[src/decode_config.svh]
`ifndef DECODE_CONFIG_SVH
`define DECODE_CONFIG_SVH

// Data and address width of the core
`define DECODE_XLEN 32

// Register-file address width, 32 architectural registers
`define DECODE_REG_AW 5

// Extra cycles on top of the summed test lengths before the
// testbench gives up
`define DECODE_TIMEOUT_MARGIN 200

`endif

[src/riscv_isa_pkg.sv]
`include "decode_config.svh"

package riscv_isa_pkg;

    // Major opcodes, bits [6:0] of every 32-bit instruction
    typedef enum logic [6:0] {
        OPC_OP     = 7'b011_0011,
        OPC_OP_IMM = 7'b001_0011,
        OPC_LUI    = 7'b011_0111,
        OPC_AUIPC  = 7'b001_0111,
        OPC_JAL    = 7'b110_1111,
        OPC_JALR   = 7'b110_0111,
        OPC_BRANCH = 7'b110_0011,
        OPC_LOAD   = 7'b000_0011,
        OPC_STORE  = 7'b010_0011,
        // Not supported by this core, listed so they can be named
        OPC_SYSTEM = 7'b111_0011,
        OPC_FENCE  = 7'b000_1111,
        OPC_AMO    = 7'b010_1111
    } opcode_e;

    // R-type field layout, other formats reuse the same bit positions
    typedef struct packed {
        logic [6:0]                funct7;
        logic [`DECODE_REG_AW-1:0] rs2;
        logic [`DECODE_REG_AW-1:0] rs1;
        logic [2:0]                funct3;
        logic [`DECODE_REG_AW-1:0] rd;
        opcode_e                   opcode;
    } instr_fields_t;

    // funct7 values
    localparam logic [6:0] FUNCT7_BASE   = 7'b000_0000;
    localparam logic [6:0] FUNCT7_ALT    = 7'b010_0000;
    localparam logic [6:0] FUNCT7_MULDIV = 7'b000_0001;

    // funct3 codes of the integer ALU group
    localparam logic [2:0] FUNCT3_ADD_SUB = 3'b000;
    localparam logic [2:0] FUNCT3_SLL     = 3'b001;
    localparam logic [2:0] FUNCT3_SLT     = 3'b010;
    localparam logic [2:0] FUNCT3_SLTU    = 3'b011;
    localparam logic [2:0] FUNCT3_XOR     = 3'b100;
    localparam logic [2:0] FUNCT3_SR      = 3'b101;
    localparam logic [2:0] FUNCT3_OR      = 3'b110;
    localparam logic [2:0] FUNCT3_AND     = 3'b111;

endpackage

[src/decode_pipe_pkg.sv]
`include "decode_config.svh"

package decode_pipe_pkg;

    // Coarse class, picks the execute-stage unit
    typedef enum logic [2:0] {
        TYPE_ALU,
        TYPE_MULDIV,
        TYPE_JUMP,
        TYPE_BRANCH,
        TYPE_LOAD,
        TYPE_STORE
    } instr_type_e;

    // ALU and multiplier/divider operation
    // MUL..REMU follow funct3 order so decode can add an offset
    typedef enum logic [4:0] {
        ALU_ADD, ALU_SUB, ALU_SLT, ALU_SLTU,
        ALU_SLL, ALU_SRL, ALU_SRA,
        ALU_XOR, ALU_OR, ALU_AND,
        ALU_MUL, ALU_MULH, ALU_MULHSU, ALU_MULHU,
        ALU_DIV, ALU_DIVU, ALU_REM, ALU_REMU
    } alu_sel_e;

    // First ALU operand
    typedef enum logic [0:0] {
        IN0_RS1,
        IN0_PC
    } in0_sel_e;

    // Second ALU operand, one entry per immediate format
    typedef enum logic [2:0] {
        IN1_RS2,
        IN1_SIMM12,
        IN1_IMM_STORE,
        IN1_IMM_BRANCH,
        IN1_IMM_JAL,
        IN1_IMM_U
    } in1_sel_e;

    // Source of the value written back to rd
    typedef enum logic [1:0] {
        RD_ALU,
        RD_MULDIV,
        RD_MEMORY,
        RD_LUI
    } rd_sel_e;

    // Control bundle handed to execute, 15 bits
    typedef struct packed {
        instr_type_e instr_type;
        alu_sel_e    alu_sel;
        in0_sel_e    in0_sel;
        in1_sel_e    in1_sel;
        rd_sel_e     rd_sel;
        logic        illegal;
    } decode_ctrl_t;

    // Commands from execute toward the front end
    typedef enum logic [1:0] {
        CMD_NONE,
        CMD_KILL,
        CMD_BRANCH
    } pipe_cmd_e;

    // Fetch to decode payload
    typedef struct packed {
        logic [`DECODE_XLEN-1:0] instr;
        logic [`DECODE_XLEN-1:0] pc;
    } f2d_t;

    // Decode to execute payload
    typedef struct packed {
        logic [`DECODE_XLEN-1:0] instr;
        logic [`DECODE_XLEN-1:0] pc;
        decode_ctrl_t            ctrl;
    } d2e_t;

endpackage

[src/decode_classify.sv]
`timescale 1ns/1ps

module decode_classify
    import riscv_isa_pkg::*;
    import decode_pipe_pkg::*;
(
    input  instr_fields_t instr,
    output decode_ctrl_t  ctrl,
    output logic          rs1_used,
    output logic          rs2_used
);

    // Shared OP / OP_IMM mapping, alt selects SUB or SRA
    function automatic alu_sel_e alu_base(input logic [2:0] funct3, input logic alt);
        case (funct3)
            FUNCT3_ADD_SUB: alu_base = alt ? ALU_SUB : ALU_ADD;
            FUNCT3_SLL:     alu_base = ALU_SLL;
            FUNCT3_SLT:     alu_base = ALU_SLT;
            FUNCT3_SLTU:    alu_base = ALU_SLTU;
            FUNCT3_XOR:     alu_base = ALU_XOR;
            FUNCT3_SR:      alu_base = alt ? ALU_SRA : ALU_SRL;
            FUNCT3_OR:      alu_base = ALU_OR;
            default:        alu_base = ALU_AND;
        endcase
    endfunction

    logic f7_base;
    logic f7_alt;
    logic f7_muldiv;
    logic illegal;

    assign f7_base   = (instr.funct7 == FUNCT7_BASE);
    assign f7_alt    = (instr.funct7 == FUNCT7_ALT);
    assign f7_muldiv = (instr.funct7 == FUNCT7_MULDIV);

    always_comb begin
        // Defaults double as the illegal-instruction bundle
        ctrl.instr_type = TYPE_ALU;
        ctrl.alu_sel    = ALU_ADD;
        ctrl.in0_sel    = IN0_RS1;
        ctrl.in1_sel    = IN1_RS2;
        ctrl.rd_sel     = RD_ALU;
        ctrl.illegal    = 1'b0;
        rs1_used        = 1'b0;
        rs2_used        = 1'b0;
        illegal         = 1'b0;

        case (instr.opcode)
            OPC_OP: begin
                rs1_used = 1'b1;
                rs2_used = 1'b1;
                if (f7_muldiv) begin
                    ctrl.instr_type = TYPE_MULDIV;
                    ctrl.alu_sel    = alu_sel_e'(ALU_MUL + instr.funct3);
                    ctrl.rd_sel     = RD_MULDIV;
                end else if (f7_base) begin
                    ctrl.alu_sel = alu_base(instr.funct3, 1'b0);
                end else if (f7_alt && (instr.funct3 == FUNCT3_ADD_SUB ||
                                        instr.funct3 == FUNCT3_SR)) begin
                    ctrl.alu_sel = alu_base(instr.funct3, 1'b1);
                end else begin
                    illegal = 1'b1;
                end
            end
            OPC_OP_IMM: begin
                rs1_used     = 1'b1;
                ctrl.in1_sel = IN1_SIMM12;
                // funct7 is immediate data except on shifts
                ctrl.alu_sel = alu_base(instr.funct3, f7_alt && instr.funct3 == FUNCT3_SR);
                if (instr.funct3 == FUNCT3_SLL && !f7_base)
                    illegal = 1'b1;
                if (instr.funct3 == FUNCT3_SR && !f7_base && !f7_alt)
                    illegal = 1'b1;
            end
            OPC_JAL: begin
                ctrl.instr_type = TYPE_JUMP;
                ctrl.in0_sel    = IN0_PC;
                ctrl.in1_sel    = IN1_IMM_JAL;
            end
            OPC_JALR: begin
                rs1_used        = 1'b1;
                ctrl.instr_type = TYPE_JUMP;
                ctrl.in1_sel    = IN1_SIMM12;
                illegal         = (instr.funct3 != 3'b000);
            end
            OPC_BRANCH: begin
                rs1_used        = 1'b1;
                rs2_used        = 1'b1;
                ctrl.instr_type = TYPE_BRANCH;
                ctrl.in0_sel    = IN0_PC;
                ctrl.in1_sel    = IN1_IMM_BRANCH;
            end
            OPC_LOAD: begin
                rs1_used        = 1'b1;
                ctrl.instr_type = TYPE_LOAD;
                ctrl.in1_sel    = IN1_SIMM12;
                ctrl.rd_sel     = RD_MEMORY;
            end
            OPC_STORE: begin
                rs1_used        = 1'b1;
                rs2_used        = 1'b1;
                ctrl.instr_type = TYPE_STORE;
                ctrl.in1_sel    = IN1_IMM_STORE;
                // Only SB, SH and SW exist on RV32
                illegal         = instr.funct3[2];
            end
            // Immediate comes straight from the instruction word
            OPC_LUI: ctrl.rd_sel = RD_LUI;
            OPC_AUIPC: begin
                ctrl.in0_sel = IN0_PC;
                ctrl.in1_sel = IN1_IMM_U;
            end
            // SYSTEM, FENCE, AMO and unknown opcodes
            default: illegal = 1'b1;
        endcase

        // Illegal words read nothing and carry the default bundle
        if (illegal) begin
            ctrl.instr_type = TYPE_ALU;
            ctrl.alu_sel    = ALU_ADD;
            ctrl.in0_sel    = IN0_RS1;
            ctrl.in1_sel    = IN1_RS2;
            ctrl.rd_sel     = RD_ALU;
            ctrl.illegal    = 1'b1;
            rs1_used        = 1'b0;
            rs2_used        = 1'b0;
        end
    end

endmodule

[src/decode_hazard.sv]
`timescale 1ns/1ps
`include "decode_config.svh"

module decode_hazard (
    input  logic [`DECODE_REG_AW-1:0] rs1_addr,
    input  logic [`DECODE_REG_AW-1:0] rs2_addr,
    input  logic                      rs1_used,
    input  logic                      rs2_used,
    input  logic                      e2d_rd_write,
    input  logic [`DECODE_REG_AW-1:0] e2d_rd_waddr,
    output logic                      stall
);

    logic rs1_match;
    logic rs2_match;
    logic rs1_stale;
    logic rs2_stale;

    // Address compares against execute's pending destination
    assign rs1_match = (rs1_addr == e2d_rd_waddr);
    assign rs2_match = (rs2_addr == e2d_rd_waddr);

    // Only sources the instruction actually reads count
    // x0 is compared like any other register
    assign rs1_stale = rs1_used && rs1_match && e2d_rd_write;
    assign rs2_stale = rs2_used && rs2_match && e2d_rd_write;

    // Hold the instruction in fetch until the write lands
    assign stall = rs1_stale || rs2_stale;

endmodule

[src/decode_stage_reg.sv]
`timescale 1ns/1ps

module decode_stage_reg
    import decode_pipe_pkg::*;
(
    input  logic         clk,
    input  logic         arst_n,
    input  logic         f2d_valid,
    input  f2d_t         f2d,
    input  decode_ctrl_t ctrl,
    input  logic         rs1_used,
    input  logic         rs2_used,
    input  logic         stall,
    output logic         d2f_ready,
    input  logic         e2d_ready,
    input  pipe_cmd_e    e2d_cmd,
    output logic         d2e_valid,
    output d2e_t         d2e,
    output logic         rs1_read,
    output logic         rs2_read
);

    logic out_free;
    logic cmd_active;
    logic f2d_fire;

    // Output slot empty or being drained this cycle
    assign out_free = !d2e_valid || e2d_ready;

    // Kill or branch from execute flushes decode
    assign cmd_active = (e2d_cmd != CMD_NONE);

    assign d2f_ready = out_free && !stall && !cmd_active;
    assign f2d_fire  = f2d_valid && d2f_ready;

    // Register file reads only on an accepted instruction
    assign rs1_read = f2d_fire && rs1_used;
    assign rs2_read = f2d_fire && rs2_used;

    // Occupancy of the output register
    always_ff @(posedge clk or negedge arst_n) begin
        if (!arst_n) begin
            d2e_valid <= 1'b0;
        end else if (cmd_active) begin
            d2e_valid <= 1'b0;
        end else if (f2d_fire) begin
            d2e_valid <= 1'b1;
        end else if (e2d_ready) begin
            // Drained with nothing behind it
            d2e_valid <= 1'b0;
        end
    end

    // Payload loads only on a transfer, holds otherwise
    always_ff @(posedge clk) begin
        if (f2d_fire) begin
            d2e.instr <= f2d.instr;
            d2e.pc    <= f2d.pc;
            d2e.ctrl  <= ctrl;
        end
    end

endmodule

[src/decode_top.sv]
`timescale 1ns/1ps
`include "decode_config.svh"

module decode_top
    import riscv_isa_pkg::*;
    import decode_pipe_pkg::*;
(
    input  logic                      clk,
    input  logic                      arst_n,
    // Fetch side
    input  logic                      f2d_valid,
    input  f2d_t                      f2d,
    output logic                      d2f_ready,
    output pipe_cmd_e                 d2f_cmd,
    output logic [`DECODE_XLEN-1:0]   d2f_jump_target,
    // Execute side
    output logic                      d2e_valid,
    output d2e_t                      d2e,
    input  logic                      e2d_ready,
    input  pipe_cmd_e                 e2d_cmd,
    input  logic [`DECODE_XLEN-1:0]   e2d_jump_target,
    input  logic                      e2d_rd_write,
    input  logic [`DECODE_REG_AW-1:0] e2d_rd_waddr,
    // Register file read port
    output logic                      rs1_read,
    output logic [`DECODE_REG_AW-1:0] rs1_addr,
    output logic                      rs2_read,
    output logic [`DECODE_REG_AW-1:0] rs2_addr
);

    instr_fields_t fields;
    decode_ctrl_t  ctrl;
    logic          rs1_used;
    logic          rs2_used;
    logic          stall;

    assign fields   = instr_fields_t'(f2d.instr);
    assign rs1_addr = fields.rs1;
    assign rs2_addr = fields.rs2;

    // Execute commands reach fetch in the same cycle
    assign d2f_cmd         = e2d_cmd;
    assign d2f_jump_target = e2d_jump_target;

    decode_classify classify_i (
        .instr    (fields),
        .ctrl     (ctrl),
        .rs1_used (rs1_used),
        .rs2_used (rs2_used)
    );

    decode_hazard hazard_i (
        .rs1_addr     (rs1_addr),
        .rs2_addr     (rs2_addr),
        .rs1_used     (rs1_used),
        .rs2_used     (rs2_used),
        .e2d_rd_write (e2d_rd_write),
        .e2d_rd_waddr (e2d_rd_waddr),
        .stall        (stall)
    );

    decode_stage_reg stage_i (
        .clk       (clk),
        .arst_n    (arst_n),
        .f2d_valid (f2d_valid),
        .f2d       (f2d),
        .ctrl      (ctrl),
        .rs1_used  (rs1_used),
        .rs2_used  (rs2_used),
        .stall     (stall),
        .d2f_ready (d2f_ready),
        .e2d_ready (e2d_ready),
        .e2d_cmd   (e2d_cmd),
        .d2e_valid (d2e_valid),
        .d2e       (d2e),
        .rs1_read  (rs1_read),
        .rs2_read  (rs2_read)
    );

endmodule

[config.mk]
export PLATFORM = sky130hd
export DESIGN_NAME = decode_top
export DESIGN_NICKNAME = d
export VERILOG_FILES = /design/src/riscv_isa_pkg.sv /design/src/decode_pipe_pkg.sv /design/src/decode_classify.sv /design/src/decode_hazard.sv /design/src/decode_stage_reg.sv /design/src/decode_top.sv
export VERILOG_INCLUDE_DIRS = /design/src
export SDC_FILE = /design/constraint.sdc
export NUM_CORES = 1
export LEC_CHECK = 0
export ABC_AREA = 0
export BUFFER_PORTS_ARGS = -buffer_cell sky130_fd_sc_hd__buf_4
export CAP_MARGIN = 5
export CORE_MARGIN = 5
export CORE_UTILIZATION = 45
export DETAILED_ROUTE_END_ITERATION = 16
export HOLD_SLACK_MARGIN = 0.15
export PLACE_DENSITY = 0.87
export SLEW_MARGIN = 40
export SYNTH_ARGS = -nofsm -noshare
export SYNTH_HDL_FRONTEND = slang
export SYNTH_SLANG_ARGS = --single-unit
export TNS_END_PERCENT = 20
[constraint.sdc]
create_clock -name clk -period 12.3 [get_ports clk]
set_input_delay 1.845 -clock clk [delete_from_list [all_inputs] [get_ports clk]]
set_output_delay 1.845 -clock clk [all_outputs]
set_load 0.005 [all_outputs]
==> reports/metrics.cfg <==
[outcome]
status = finished, final reports clean

[clock_tree]
cts_resized = 0
insertion_delay_ns = 0.36
cts_sinks = 80
cts_tree = done
cts_root_buffer = clkbuf_8
htree_num_levels = 3
clk_pin_slew_ns = 0.09
cts_buffer_depth = 2
numCtsBuffers = 9
cts_hold_buf = 0
cts_setup_buffers = 0

[synth]
ys_seq_area_frac = 0.681
ys_warn_count = 0
synth_ff_type = edfxtp_1
synthArstFlopShare = 0.0125
synth_cells = 243
synth_area_um2 = 3520
ys_ff_latch = 80
synth_edf_count = 79
synth_cell_types = 52
syn_area_per_cell_um2 = 14.5
synthesis.nets = 352

[floorplan]
die_y_um = 98.4
die_x_um = 98.4
start_util = 0.458
die_area_um2 = 9690
core_region_area_um2 = 7690
row_count = 32
io_pins = 235

[layout]
syn_to_final_growth_pct = 36.3
drive_above_1_share = 0.538
final_common_cell = buf_4
nNetsFinal = 485
multiInputGateArea_um2 = 751
n_antenna_cell = 0
layout_common_cells = buf_4, edfxtp_1, nand2_1
fillers = 541
seqCellArea_um2 = 2400

[detailed_routing]
dr_wl_met2_mm = 5.13
viasPerCell = 5.17
dr.first_iter.drc_count = 207
wl_met3_um = 933
wl_per_cell_um = 19.8
vias = 2495
drt_wl_total_mm = 9.54
wl_met1_mm = 3.06
drcViolationCount = 0
drtPass1Iterations = 4
ant_nets = 0
highest_layer = met4

[global_routing]
grt_antenna_before_repair = 0
track_usage = 0.191
grt_max_degree = 41
grt_pass1_wl_mm = 14.0
grt-ovfl-total = 0
grt_pass1_vias = 2478

[sta]
slew_headroom = 0.405
setup_tns_ns = 0
setup_viol = 0
max_freq_mhz = 170
fin_crit_sh = 0.478
fin_skew_ns = 0.0143
rsz0062_at_grt = no
worst_pin_slew_ns = 0.885
slew_viol_final = 0
setup_ws_ns = 6.42
finalHoldViolations = 0
finalCriticalPeriod_ns = 5.88

[setup_path]
cp_max_fo = 8
endpoint_kind = output port
cp-start-kind = input pin
critPathKind = input pin to output port
cp.arrival_ns = 4.03
cp.required_ns = 10.45

[power_and_ir_drop]
leakagePower_nw = 1.96
peakVddDrop_uv = 58.1
powerDensity_nw_per_um2 = 113

[job]
max_cap_violations = 0

[placement]
port_buffers = 170
routabilityCongestion = 0.791
dpl.hpwl_mm = 7.38
dp_slack_ns = 6.42

[hold_path]
min_path_type = flip-flop to flip-flop

final timing paths:
| kind | from | to | slack [ns] | depth (start not counted) |
|---|---|---|---|---|
| max | f2d[60] | rs1_read | 6.42 | 8 |
| min | stage_i.d2e_valid | stage_i.d2e_valid | 0.72 | 2 |
| max reg2reg | stage_i.d2e_valid | stage_i.d2e[64] | 10.33 | 4 |
| min reg2reg | stage_i.d2e_valid | stage_i.d2e_valid | 0.72 | 2 |
| max in group asynchronous | arst_n | stage_i.d2e_valid | 10.97 | 1 |
| min in group asynchronous | arst_n | stage_i.d2e_valid | 1.25 | 1 |
through the flow:
| stage | cells | power (W) | cell area [um^2] | hold WS (ns) | utilization |
|---|---|---|---|---|---|
| after detailed placement | 467 | 0.000373 | 4610 | 0.715 | 0.600 |
| after floorplan | 243 | 0.000345 | 3520 | 0.646 | - |
| final | 483 | 0.000542 | 4800 | 0.722 | 0.624 |
| after CTS | 483 | 0.000546 | 4790 | 0.739 | 0.623 |
| after global routing | 483 | 0.000563 | 4800 | 0.778 | 0.624 |
| after global placement | 465 | 0.000370 | 4580 | 0.732 | 0.596 |
critical path: stages:
cell	delay (ns)
buf_4	0.11
or4_4	0.56
nor3_4	0.20
a2111oi_2	0.12
nor4_4	0.49
inv_2	0.19
nor4_2	0.33
buf_4	0.17
metal layers:
metal  vias up  track usage
met5         -            0
met4         0       0.0987
met3        48       0.0616
met2       162        0.345
met1      1165        0.196
li1       1120            -
synthesized netlist by cell type, types with 3 or more instances:
cell      number  area, um^2
nand2b_1       3        18.8
a21oi_1        9        45.0
a31oi_1        3        18.8
buf_4         44         330
nor3_1         6        30.0
o21ai_0        3        15.0
nand3_1        3        15.0
inv_1          7        26.3
xor2_1         9        78.8
clkbuf_1       6        22.5
nor2_1         6        22.5
nand2_1       17        63.8
o31ai_1        3        22.5
edfxtp_1      79        2370
where the power goes:
part,leakage (nW),internal [W],switching [W]
sequential,0.767,0.000307,0.00000193
clock,0.0839,0.0000746,0.000101
combinational,1.11,0.0000317,0.0000266
cell families (layout without fill, tap and decap cells):
family	Yosys count	count (layout)	share of synthesized area
AOI/OAI and AO/OA	32	32	0.0633
xor gates and xnor gates	11	11	0.0274
adders and majority gates	1	1	0.00356
buffers and inverters	59	197	0.110
DFF	80	80	0.681
muxes	1	1	0.00285
and+or+nand+nor	59	59	0.111
flip-flops by register name, summed over array words and instances, names as in the netlist:
name,count
stage_i.d2e_valid,1
stage_i.d2e,79
area by class of cell:
type	instances	area share
Inverter	8	0.00626
Timing Repair Buffer	173	0.274
Tap cell	102	0.0266
Clock buffer	9	0.0258
Multi-Input combinational cell	104	0.156
Clock inverter	7	0.0112
Sequential cell	80	0.500
Power figures use the tool's default switching activity.
